**src/logic/cpu_pkg.sv**
```systemverilog
package cpu_pkg;

    // bus widths
    localparam int addr_w = 16;
    localparam int data_w = 8;

    // low byte of the reset vector, high byte at the next address
    localparam logic [addr_w-1:0] rst_vector = 16'hfffc;

    // flag bit positions in P
    localparam int fl_c = 0;
    localparam int fl_z = 1;
    localparam int fl_i = 2;
    localparam int fl_u = 5;
    localparam int fl_n = 7;

    // irq masked and the unused bit reads high after reset
    localparam logic [data_w-1:0] initial_status =
        data_w'(1 << fl_i) | data_w'(1 << fl_u);

    // ir holds a NOP until the first opcode fetch
    localparam logic [data_w-1:0] op_nop = 8'hea;

    // addressing classes kept in this core
    typedef enum logic [2:0] {
        cls_impl,
        cls_imm,
        cls_zpg,
        cls_abs,
        cls_jmp,
        cls_ill
    } op_class_t;

    // operand b is the selected source, operand a is always A
    typedef enum logic [2:0] {
        alu_pass,
        alu_sum,
        alu_and,
        alu_or,
        alu_eor,
        alu_inc,
        alu_dec
    } alu_op_t;

    // register select, reg_mem is the latched data byte
    typedef enum logic [2:0] {
        reg_none,
        reg_a,
        reg_x,
        reg_y,
        reg_mem
    } reg_sel_t;

    // t1 is the opcode fetch cycle, t0 the last cycle of a memory op
    typedef enum logic [2:0] {
        st_t0,
        st_t1,
        st_t2,
        st_t3,
        st_vl,
        st_vh,
        st_jam
    } t_state_t;

    // where the next address comes from
    typedef enum logic [2:0] {
        adr_pc,
        adr_abs,
        adr_zpg,
        adr_hold,
        adr_vec
    } adr_src_t;

    // decoded operation, 32 bits
    typedef struct packed {
        op_class_t         op_class;
        alu_op_t           alu_op;
        reg_sel_t          src;
        reg_sel_t          dst;
        logic              mem_wr;
        logic              upd_nz;
        logic              upd_c;
        logic [data_w-1:0] set_mask;
        logic [data_w-1:0] clr_mask;
        logic              two_cycle;
    } dec_t;

    // per-cycle control word, 9 bits
    typedef struct packed {
        adr_src_t adr_src;
        logic     inc_pc;
        logic     jump;
        logic     load_ir;
        logic     exec;
        logic     write_mem;
        logic     latch_low;
    } ctrl_t;

endpackage

```
**src/logic/addr_unit.sv**
```systemverilog
`timescale 1ns/1ps

module addr_unit import cpu_pkg::*; (
    input  logic              clk_m1,
    input  logic              rst,
    input  logic              advance_i,
    input  ctrl_t             ctrl_i,
    input  logic [data_w-1:0] data_i,
    input  logic [data_w-1:0] data_lat_i,
    output logic [addr_w-1:0] addr_o
);

    logic [addr_w-1:0] pc;
    logic [addr_w-1:0] pc_next;
    logic [addr_w-1:0] adr_next;

    always_comb begin
        // pc after an optional increment
        pc_next = ctrl_i.inc_pc ? pc + addr_w'(1) : pc;

        case (ctrl_i.adr_src)
            // high byte live on the bus, low byte held from last cycle
            adr_abs:  adr_next = {data_i, data_lat_i};
            adr_zpg:  adr_next = {{(addr_w-data_w){1'b0}}, data_i};
            adr_hold: adr_next = addr_o;
            // vector high byte follows the low byte
            adr_vec:  adr_next = rst_vector + addr_w'(1);
            default:  adr_next = pc_next;
        endcase
    end

    // external address is registered, so it trails the control word by a cycle
    always_ff @(posedge clk_m1) begin
        if (rst) begin
            pc <= rst_vector;
            addr_o <= rst_vector;
        end else if (advance_i) begin
            addr_o <= adr_next;
            if (ctrl_i.jump) begin
                pc <= adr_next;
            end else begin
                pc <= pc_next;
            end
        end
    end

endmodule

```
**src/logic/cpu_top.sv**
```systemverilog
`timescale 1ns/1ps

module cpu_top import cpu_pkg::*; (
    input  logic              clk_m1,
    input  logic              rst,
    input  logic [data_w-1:0] data_i,
    input  logic              ready_i,
    output logic [addr_w-1:0] addr_o,
    output logic [data_w-1:0] dor_o,
    output logic              rw_o,
    output logic              sync_o,
    output logic              jam_o
);

    dec_t              dec;
    ctrl_t             ctrl;
    logic [data_w-1:0] ir;
    logic [data_w-1:0] data_lat;
    logic              advance;

    // writes never wait for ready
    assign advance = ready_i | ~rw_o;

    op_decode u_decode (
        .ir_i  (ir),
        .dec_o (dec)
    );

    seq_fsm u_seq (
        .clk_m1  (clk_m1),
        .rst     (rst),
        .ready_i (ready_i),
        .dec_i   (dec),
        .ctrl_o  (ctrl),
        .rw_o    (rw_o),
        .sync_o  (sync_o),
        .jam_o   (jam_o)
    );

    addr_unit u_addr (
        .clk_m1     (clk_m1),
        .rst        (rst),
        .advance_i  (advance),
        .ctrl_i     (ctrl),
        .data_i     (data_i),
        .data_lat_i (data_lat),
        .addr_o     (addr_o)
    );

    exec_unit u_exec (
        .clk_m1     (clk_m1),
        .rst        (rst),
        .advance_i  (advance),
        .ctrl_i     (ctrl),
        .dec_i      (dec),
        .data_i     (data_i),
        .ir_o       (ir),
        .data_lat_o (data_lat),
        .dor_o      (dor_o)
    );

endmodule

```
**src/logic/exec_unit.sv**
```systemverilog
`timescale 1ns/1ps

module exec_unit import cpu_pkg::*; (
    input  logic              clk_m1,
    input  logic              rst,
    input  logic              advance_i,
    input  ctrl_t             ctrl_i,
    input  dec_t              dec_i,
    input  logic [data_w-1:0] data_i,
    output logic [data_w-1:0] ir_o,
    output logic [data_w-1:0] data_lat_o,
    output logic [data_w-1:0] dor_o
);

    logic [data_w-1:0] a;
    logic [data_w-1:0] x;
    logic [data_w-1:0] y;
    logic [data_w-1:0] p;
    logic [data_w-1:0] alu_b;
    logic [data_w-1:0] alu_r;
    logic              alu_c;

    // opcode register, loaded in the fetch cycle
    always_ff @(posedge clk_m1) begin
        if (rst) begin
            ir_o <= op_nop;
        end else if (advance_i && ctrl_i.load_ir) begin
            ir_o <= data_i;
        end
    end

    // operand or low address byte
    always_ff @(posedge clk_m1) begin
        if (advance_i && ctrl_i.latch_low) begin
            data_lat_o <= data_i;
        end
    end

    // source select feeds the alu b side and the store data
    always_comb begin
        case (dec_i.src)
            reg_a:   alu_b = a;
            reg_x:   alu_b = x;
            reg_y:   alu_b = y;
            reg_mem: alu_b = data_lat_o;
            default: alu_b = '0;
        endcase
    end

    always_comb begin
        // carry only changes on a sum
        alu_c = p[fl_c];
        case (dec_i.alu_op)
            alu_sum: begin
                {alu_c, alu_r} = {1'b0, a} + {1'b0, alu_b} +
                                 {{data_w{1'b0}}, p[fl_c]};
            end
            alu_and: alu_r = a & alu_b;
            alu_or:  alu_r = a | alu_b;
            alu_eor: alu_r = a ^ alu_b;
            alu_inc: alu_r = alu_b + data_w'(1);
            alu_dec: alu_r = alu_b - data_w'(1);
            default: alu_r = alu_b;
        endcase
    end

    // commit at the end of the next fetch cycle
    always_ff @(posedge clk_m1) begin
        if (rst) begin
            a <= '0;
            x <= '0;
            y <= '0;
            p <= initial_status;
        end else if (advance_i && ctrl_i.exec) begin
            p <= (p & ~dec_i.clr_mask) | dec_i.set_mask;
            if (dec_i.upd_c) begin
                p[fl_c] <= alu_c;
            end
            if (dec_i.upd_nz) begin
                p[fl_z] <= ~|alu_r;
                p[fl_n] <= alu_r[data_w-1];
            end
            case (dec_i.dst)
                reg_a:   a <= alu_r;
                reg_x:   x <= alu_r;
                reg_y:   y <= alu_r;
                default: begin
                end
            endcase
        end
    end

    // store byte only on a write cycle
    assign dor_o = ctrl_i.write_mem ? alu_b : '0;

endmodule

```
**src/logic/op_decode.sv**
```systemverilog
`timescale 1ns/1ps

module op_decode import cpu_pkg::*; (
    input  logic [data_w-1:0] ir_i,
    output dec_t              dec_o
);

    // low two opcode bits pick the register for loads and stores
    function automatic reg_sel_t reg_of(input logic [1:0] cc);
        reg_sel_t r;
        case (cc)
            2'b01:   r = reg_a;
            2'b10:   r = reg_x;
            default: r = reg_y;
        endcase
        return r;
    endfunction

    // bits 3:2 give the mode of a load or store
    function automatic op_class_t mode_of(input logic [1:0] bb);
        op_class_t c;
        case (bb)
            2'b01:   c = cls_zpg;
            2'b11:   c = cls_abs;
            default: c = cls_imm;
        endcase
        return c;
    endfunction

    always_comb begin
        dec_o = '0;
        dec_o.op_class = cls_ill;
        dec_o.alu_op = alu_pass;
        dec_o.src = reg_none;
        dec_o.dst = reg_none;

        // predecode of the 2 cycle imm and implied ops from opcode bits alone
        dec_o.two_cycle = (ir_i ==? 8'b1??_000_?0) ||
                          ((ir_i ==? 8'b???_010_??) && (ir_i !=? 8'b0??_010_00)) ||
                          (ir_i ==? 8'b???_110_?0);

        case (ir_i)
            // LDA, LDX, LDY
            8'ha9, 8'ha5, 8'had, 8'ha2, 8'ha6, 8'hae, 8'ha0, 8'ha4, 8'hac: begin
                dec_o.op_class = mode_of(ir_i[3:2]);
                dec_o.src = reg_mem;
                dec_o.dst = reg_of(ir_i[1:0]);
                dec_o.upd_nz = 1'b1;
            end
            // STA, STX, STY
            8'h85, 8'h8d, 8'h86, 8'h8e, 8'h84, 8'h8c: begin
                dec_o.op_class = mode_of(ir_i[3:2]);
                dec_o.src = reg_of(ir_i[1:0]);
                dec_o.mem_wr = 1'b1;
            end
            // ADC, AND, ORA, EOR immediate
            8'h69, 8'h29, 8'h09, 8'h49: begin
                dec_o.op_class = cls_imm;
                dec_o.src = reg_mem;
                dec_o.dst = reg_a;
                dec_o.upd_nz = 1'b1;
                case (ir_i[7:5])
                    3'b011: begin
                        dec_o.alu_op = alu_sum;
                        dec_o.upd_c = 1'b1;
                    end
                    3'b001:  dec_o.alu_op = alu_and;
                    3'b000:  dec_o.alu_op = alu_or;
                    default: dec_o.alu_op = alu_eor;
                endcase
            end
            // register increment and decrement
            8'he8, 8'hc8, 8'hca, 8'h88: begin
                dec_o.op_class = cls_impl;
                dec_o.src = (ir_i == 8'he8 || ir_i == 8'hca) ? reg_x : reg_y;
                dec_o.dst = dec_o.src;
                dec_o.alu_op = (ir_i[7:5] == 3'b111 || ir_i == 8'hc8) ? alu_inc : alu_dec;
                dec_o.upd_nz = 1'b1;
            end
            // transfers go through the alu as a pass
            8'haa, 8'h8a: begin
                dec_o.op_class = cls_impl;
                dec_o.src = ir_i[5] ? reg_a : reg_x;
                dec_o.dst = ir_i[5] ? reg_x : reg_a;
                dec_o.upd_nz = 1'b1;
            end
            8'h18: begin
                dec_o.op_class = cls_impl;
                dec_o.clr_mask[fl_c] = 1'b1;
            end
            8'h38: begin
                dec_o.op_class = cls_impl;
                dec_o.set_mask[fl_c] = 1'b1;
            end
            8'hea: dec_o.op_class = cls_impl;
            8'h4c: dec_o.op_class = cls_jmp;
            // anything else jams the core
            default: dec_o.op_class = cls_ill;
        endcase
    end

endmodule

```
**src/logic/seq_fsm.sv**
```systemverilog
`timescale 1ns/1ps

module seq_fsm import cpu_pkg::*; (
    input  logic  clk_m1,
    input  logic  rst,
    input  logic  ready_i,
    input  dec_t  dec_i,
    output ctrl_t ctrl_o,
    output logic  rw_o,
    output logic  sync_o,
    output logic  jam_o
);

    t_state_t state;
    t_state_t next_state;
    logic     advance;

    // ready only stalls read cycles
    assign advance = ready_i | ~rw_o;

    always_ff @(posedge clk_m1) begin
        if (rst) begin
            state <= st_vl;
        end else if (advance) begin
            state <= next_state;
        end
    end

    always_comb begin
        ctrl_o = '0;
        ctrl_o.adr_src = adr_pc;
        next_state = state;

        case (state)
            // bus shows vector low, capture it and point at vector high
            st_vl: begin
                ctrl_o.latch_low = 1'b1;
                ctrl_o.adr_src = adr_vec;
                next_state = st_vh;
            end
            // vector high on data_i, pc and bus take the full vector
            st_vh: begin
                ctrl_o.adr_src = adr_abs;
                ctrl_o.jump = 1'b1;
                next_state = st_t1;
            end
            // opcode fetch, previous op commits at the end of this cycle
            st_t1: begin
                ctrl_o.exec = 1'b1;
                ctrl_o.load_ir = 1'b1;
                ctrl_o.inc_pc = 1'b1;
                next_state = st_t2;
            end
            // first operand byte, ir now valid
            st_t2: begin
                if (dec_i.op_class == cls_ill) begin
                    ctrl_o.adr_src = adr_hold;
                    next_state = st_jam;
                end else if (dec_i.two_cycle) begin
                    // implied reads a dummy byte without moving pc
                    ctrl_o.latch_low = 1'b1;
                    ctrl_o.inc_pc = (dec_i.op_class == cls_imm);
                    next_state = st_t1;
                end else begin
                    ctrl_o.latch_low = 1'b1;
                    ctrl_o.inc_pc = 1'b1;
                    case (dec_i.op_class)
                        cls_zpg: begin
                            ctrl_o.adr_src = adr_zpg;
                            next_state = st_t0;
                        end
                        cls_abs, cls_jmp: next_state = st_t3;
                        default: next_state = st_jam;
                    endcase
                end
            end
            // high address byte, jmp loads pc here
            st_t3: begin
                ctrl_o.inc_pc = 1'b1;
                ctrl_o.adr_src = adr_abs;
                ctrl_o.jump = (dec_i.op_class == cls_jmp);
                next_state = (dec_i.op_class == cls_jmp) ? st_t1 : st_t0;
            end
            // data access, store or load operand
            st_t0: begin
                ctrl_o.write_mem = dec_i.mem_wr;
                ctrl_o.latch_low = ~dec_i.mem_wr;
                next_state = st_t1;
            end
            // jammed until reset
            default: begin
                ctrl_o.adr_src = adr_hold;
                next_state = st_jam;
            end
        endcase
    end

    assign rw_o = ~ctrl_o.write_mem;
    assign sync_o = (state == st_t1);
    // jam shows already in the cycle after the bad fetch
    assign jam_o = (state == st_jam) ||
                   ((state == st_t2) && (dec_i.op_class == cls_ill));

endmodule

```
**config.mk**
```make
export PLATFORM = sky130hd
export DESIGN_NAME = cpu_top
export DESIGN_NICKNAME = d
export VERILOG_FILES = /design/src/logic/cpu_pkg.sv /design/src/logic/addr_unit.sv /design/src/logic/cpu_top.sv /design/src/logic/exec_unit.sv /design/src/logic/op_decode.sv /design/src/logic/seq_fsm.sv
export SDC_FILE = /design/constraint.sdc
export NUM_CORES = 1
export LEC_CHECK = 0
export ABC_AREA = 1
export BUFFER_PORTS_ARGS = -buffer_cell sky130_fd_sc_hd__buf_2
export CAP_MARGIN = 20
export CORE_ASPECT_RATIO = 0.5
export CORE_MARGIN = 3
export CORE_UTILIZATION = 45
export CTS_CLUSTER_SIZE = 10
export DETAILED_ROUTE_END_ITERATION = 8
export HOLD_SLACK_MARGIN = 0.05
export REMOVE_ABC_BUFFERS = 1
export SLEW_MARGIN = 5
export SYNTH_ARGS = -nofsm -noshare
export SYNTH_HDL_FRONTEND = slang
export SYNTH_SLANG_ARGS = --single-unit
export TNS_END_PERCENT = 5
```
**constraint.sdc**
```tcl
create_clock -name clk_m1 -period 5.2 [get_ports clk_m1]
set_clock_uncertainty 0.05 [all_clocks]
set_input_delay 0.52 -clock clk_m1 [delete_from_list [all_inputs] [get_ports clk_m1]]
set_output_delay 0.52 -clock clk_m1 [all_outputs]
set_load 0.05 [all_outputs]
```
==> out/qor.csv <==
metric,value,unit
gr-usage-met1,34.1,%
root_buffer,clkbuf_16,
period_share,75.1,%
clock.fmax,0.256,GHz
clock_latency,0.34,ns
layout_common_cells,"nand2_1 (170), o21ai_0 (95), inv_1 (93), nand3_1 (73), dfxtp_1 (68)",
avgSynthCellArea,6.83,um^2
grt_pass1_wl,28900,um
finalWirelength,17900,um
cts_max_path_buffers,2,
met2_usage,42.6,%
cts_tree,done,
row_count,28,
layout.cells.non_filler,1053,
cp_max_fo,8,
diodes,0,
grt_pass1_vias,5525,
power,1.63,mW
core_area,12300,um^2
finalHoldViolCount,0,
io_buffer_count,37,
drv_cap,0,
crit_path_frequent_cell,nand2_1,
ys_seq_elements,76,
fin_ws,1.29,ns
cp.buffers_inverters,4,
required,5.39,ns
worstMarginPinSlew,0.815,ns
numCtsBuffers,9,
mostFrequentLayoutCell,nand2_1,
first_iter_violations,446,
drt-pass1-iter-count,4,
ioPinCount,38,
arrival,4.10,ns
cts.sinks,76,
cp-end-kind,register,
cts-hold-fix-buffers,0,
postCtsSetupBuffers,0,
nets,920,
area_growth,9.68,%
slowest_delay,0.39,ns
netlist_area,5880,um^2
synth_cell_types,56,
cts_resized,0,
grt_remaining_overflow,0,
ys_warn_count,0,
rsz0062_at_grt,no,
synth_edf_count,8,
synth_async_sr_flop_share,0,%
synthFlopType,dfxtp_1,
setup_tns,0,ns
synth_cells,861,
wl_per_cell,17.0,um
dp.cells,1037,
grt.busiest_layer,met2,
place_ws,1.36,ns
hpwl,13300,um
viasPerCell,5.65,
path_delay_family,simple AND/OR/NAND/NOR gates,
status,"complete, no violations",
clkTransAtPathRegs,0.06,ns
drcViolationCount,0,
holdWs,0.361,ns
place_congestion,0.925,
grt_start_max_net_pins,56,
worstSetupPathType,reg2reg,
setup_viol,0,
die_h,86.8,um
h-tree-depth,3,
timing.slew.headroom,45.6,%
path_cells,inv_2 > nor2_1 > nand2_1 > nor2_2 > inv_2 > nand2_1 > nand2_1 > nand4_2 > fa_1 > inv_1 > fa_1 > o21ai_0 > nand2_1 > nand2_1 > a21oi_1 > o21ai_0 > a21oi_1 > o21ai_0 > o2111ai_1 > a21oi_1 > nand3_1 > nand2_1 > inv_1,
ys_seq_area_share,27.2,%
p_leak,2.98,nW
start_kind,register,
ir_worst_vdd,163,uV
antenna_found_initial,0,
crit_slowest_cell,fa_1,
grt_usage,25.0,%
start_util,48.0,%
grtUsageMet3,3.55,%
dieArea,14600,um^2
ant_nets,0,
power_density,252,nW/um^2
vias,5954,
drive_gt1_share,14.5,%
chipWidth,168,um
drv_slew,0,
finalCriticalPeriod,3.91,ns
worstHoldPathType,in2reg,
-- worst paths after layout --
| kind | depth (start not counted) | slack (ns) | from | to |
|---|---|---|---|---|
| worst max-delay path | 23 | 1.29 | u_exec.ir_o[3] | u_exec.a[6] |
| worst min-delay path | 2 | 0.36 | ready_i | u_seq.state[2] |
| worst max register to register | 23 | 1.29 | u_exec.ir_o[3] | u_exec.a[6] |
| worst min register to register | 2 | 0.44 | u_addr.addr_o[4] | u_addr.addr_o[4] |
-- flip-flops by register name, indices dropped and copies added (netlist names) --
signal             count
u_exec.ir_o            8
u_seq.state            3
u_exec.data_lat_o      8
u_exec.y               8
u_addr.addr_o         16
u_exec.a               8
u_exec.p               1
u_addr.pc             16
u_exec.x               8
-- per-layer routing --
layer  share of wire [%]  up-vias
met2                  46      153
met1                  48     2811
met5                   0        -
met3                 5.0       19
met4                 1.1        0
li1                    -     2971
-- power breakdown --
| part | leakage, nW | switching (mW) | internal [mW] |
|---|---|---|---|
| Combinational | 2.20 | 0.214 | 0.0849 |
| Sequential | 0.633 | 0.0222 | 0.622 |
| Clock | 0.154 | 0.265 | 0.416 |
-- metrics by stage --
stage               cell area [um^2]  util (%)
floorplan                       5720         -
finish                          6450      52.6
detailed placement              6130      50.0
global placement                6130      50.0
global route                    6450      52.6
CTS                             6450      52.6
-- logic make-up (layout without fill, tap and decap cells) --
kind of cell	count (synthesis)	in the layout	share of synthesized area, %
AO/OA/AOI/OAI	229	229	23.2
XOR/XNOR	16	16	2.38
adder cells (fa/ha/maj)	26	26	5.92
buffers and inverters	134	161	9.49
flip-flops	76	76	27.2
AND/OR/NAND/NOR	380	380	31.8
-- cells in the mapped netlist (14+ instances only) --
master | number | area share (%)
clkbuf_1 | 14 | 0.89
o21bai_1 | 15 | 1.9
xor2_1 | 16 | 2.4
inv_1 | 93 | 5.9
dfxtp_1 | 68 | 23
nand2_1 | 170 | 11
nor2_1 | 58 | 3.7
o21ai_0 | 95 | 8.1
o211ai_1 | 14 | 1.8
ha_1 | 23 | 4.9
nand3_1 | 73 | 6.2
a21oi_1 | 60 | 5.1
-- area by class of cell --
| type | count | area [um^2] |
|---|---|---|
| Fill cell | 1291 | 5810 |
| Clock buffer | 12 | 268 |
| Multi-Input combinational cell | 651 | 3720 |
| Timing Repair Buffer | 39 | 200 |
| Inverter | 106 | 398 |
| Clock inverter | 4 | 55.1 |
| Sequential cell | 76 | 1600 |
| Tap cell | 165 | 206 |
Note: power is estimated with default switching activity, not from simulation.
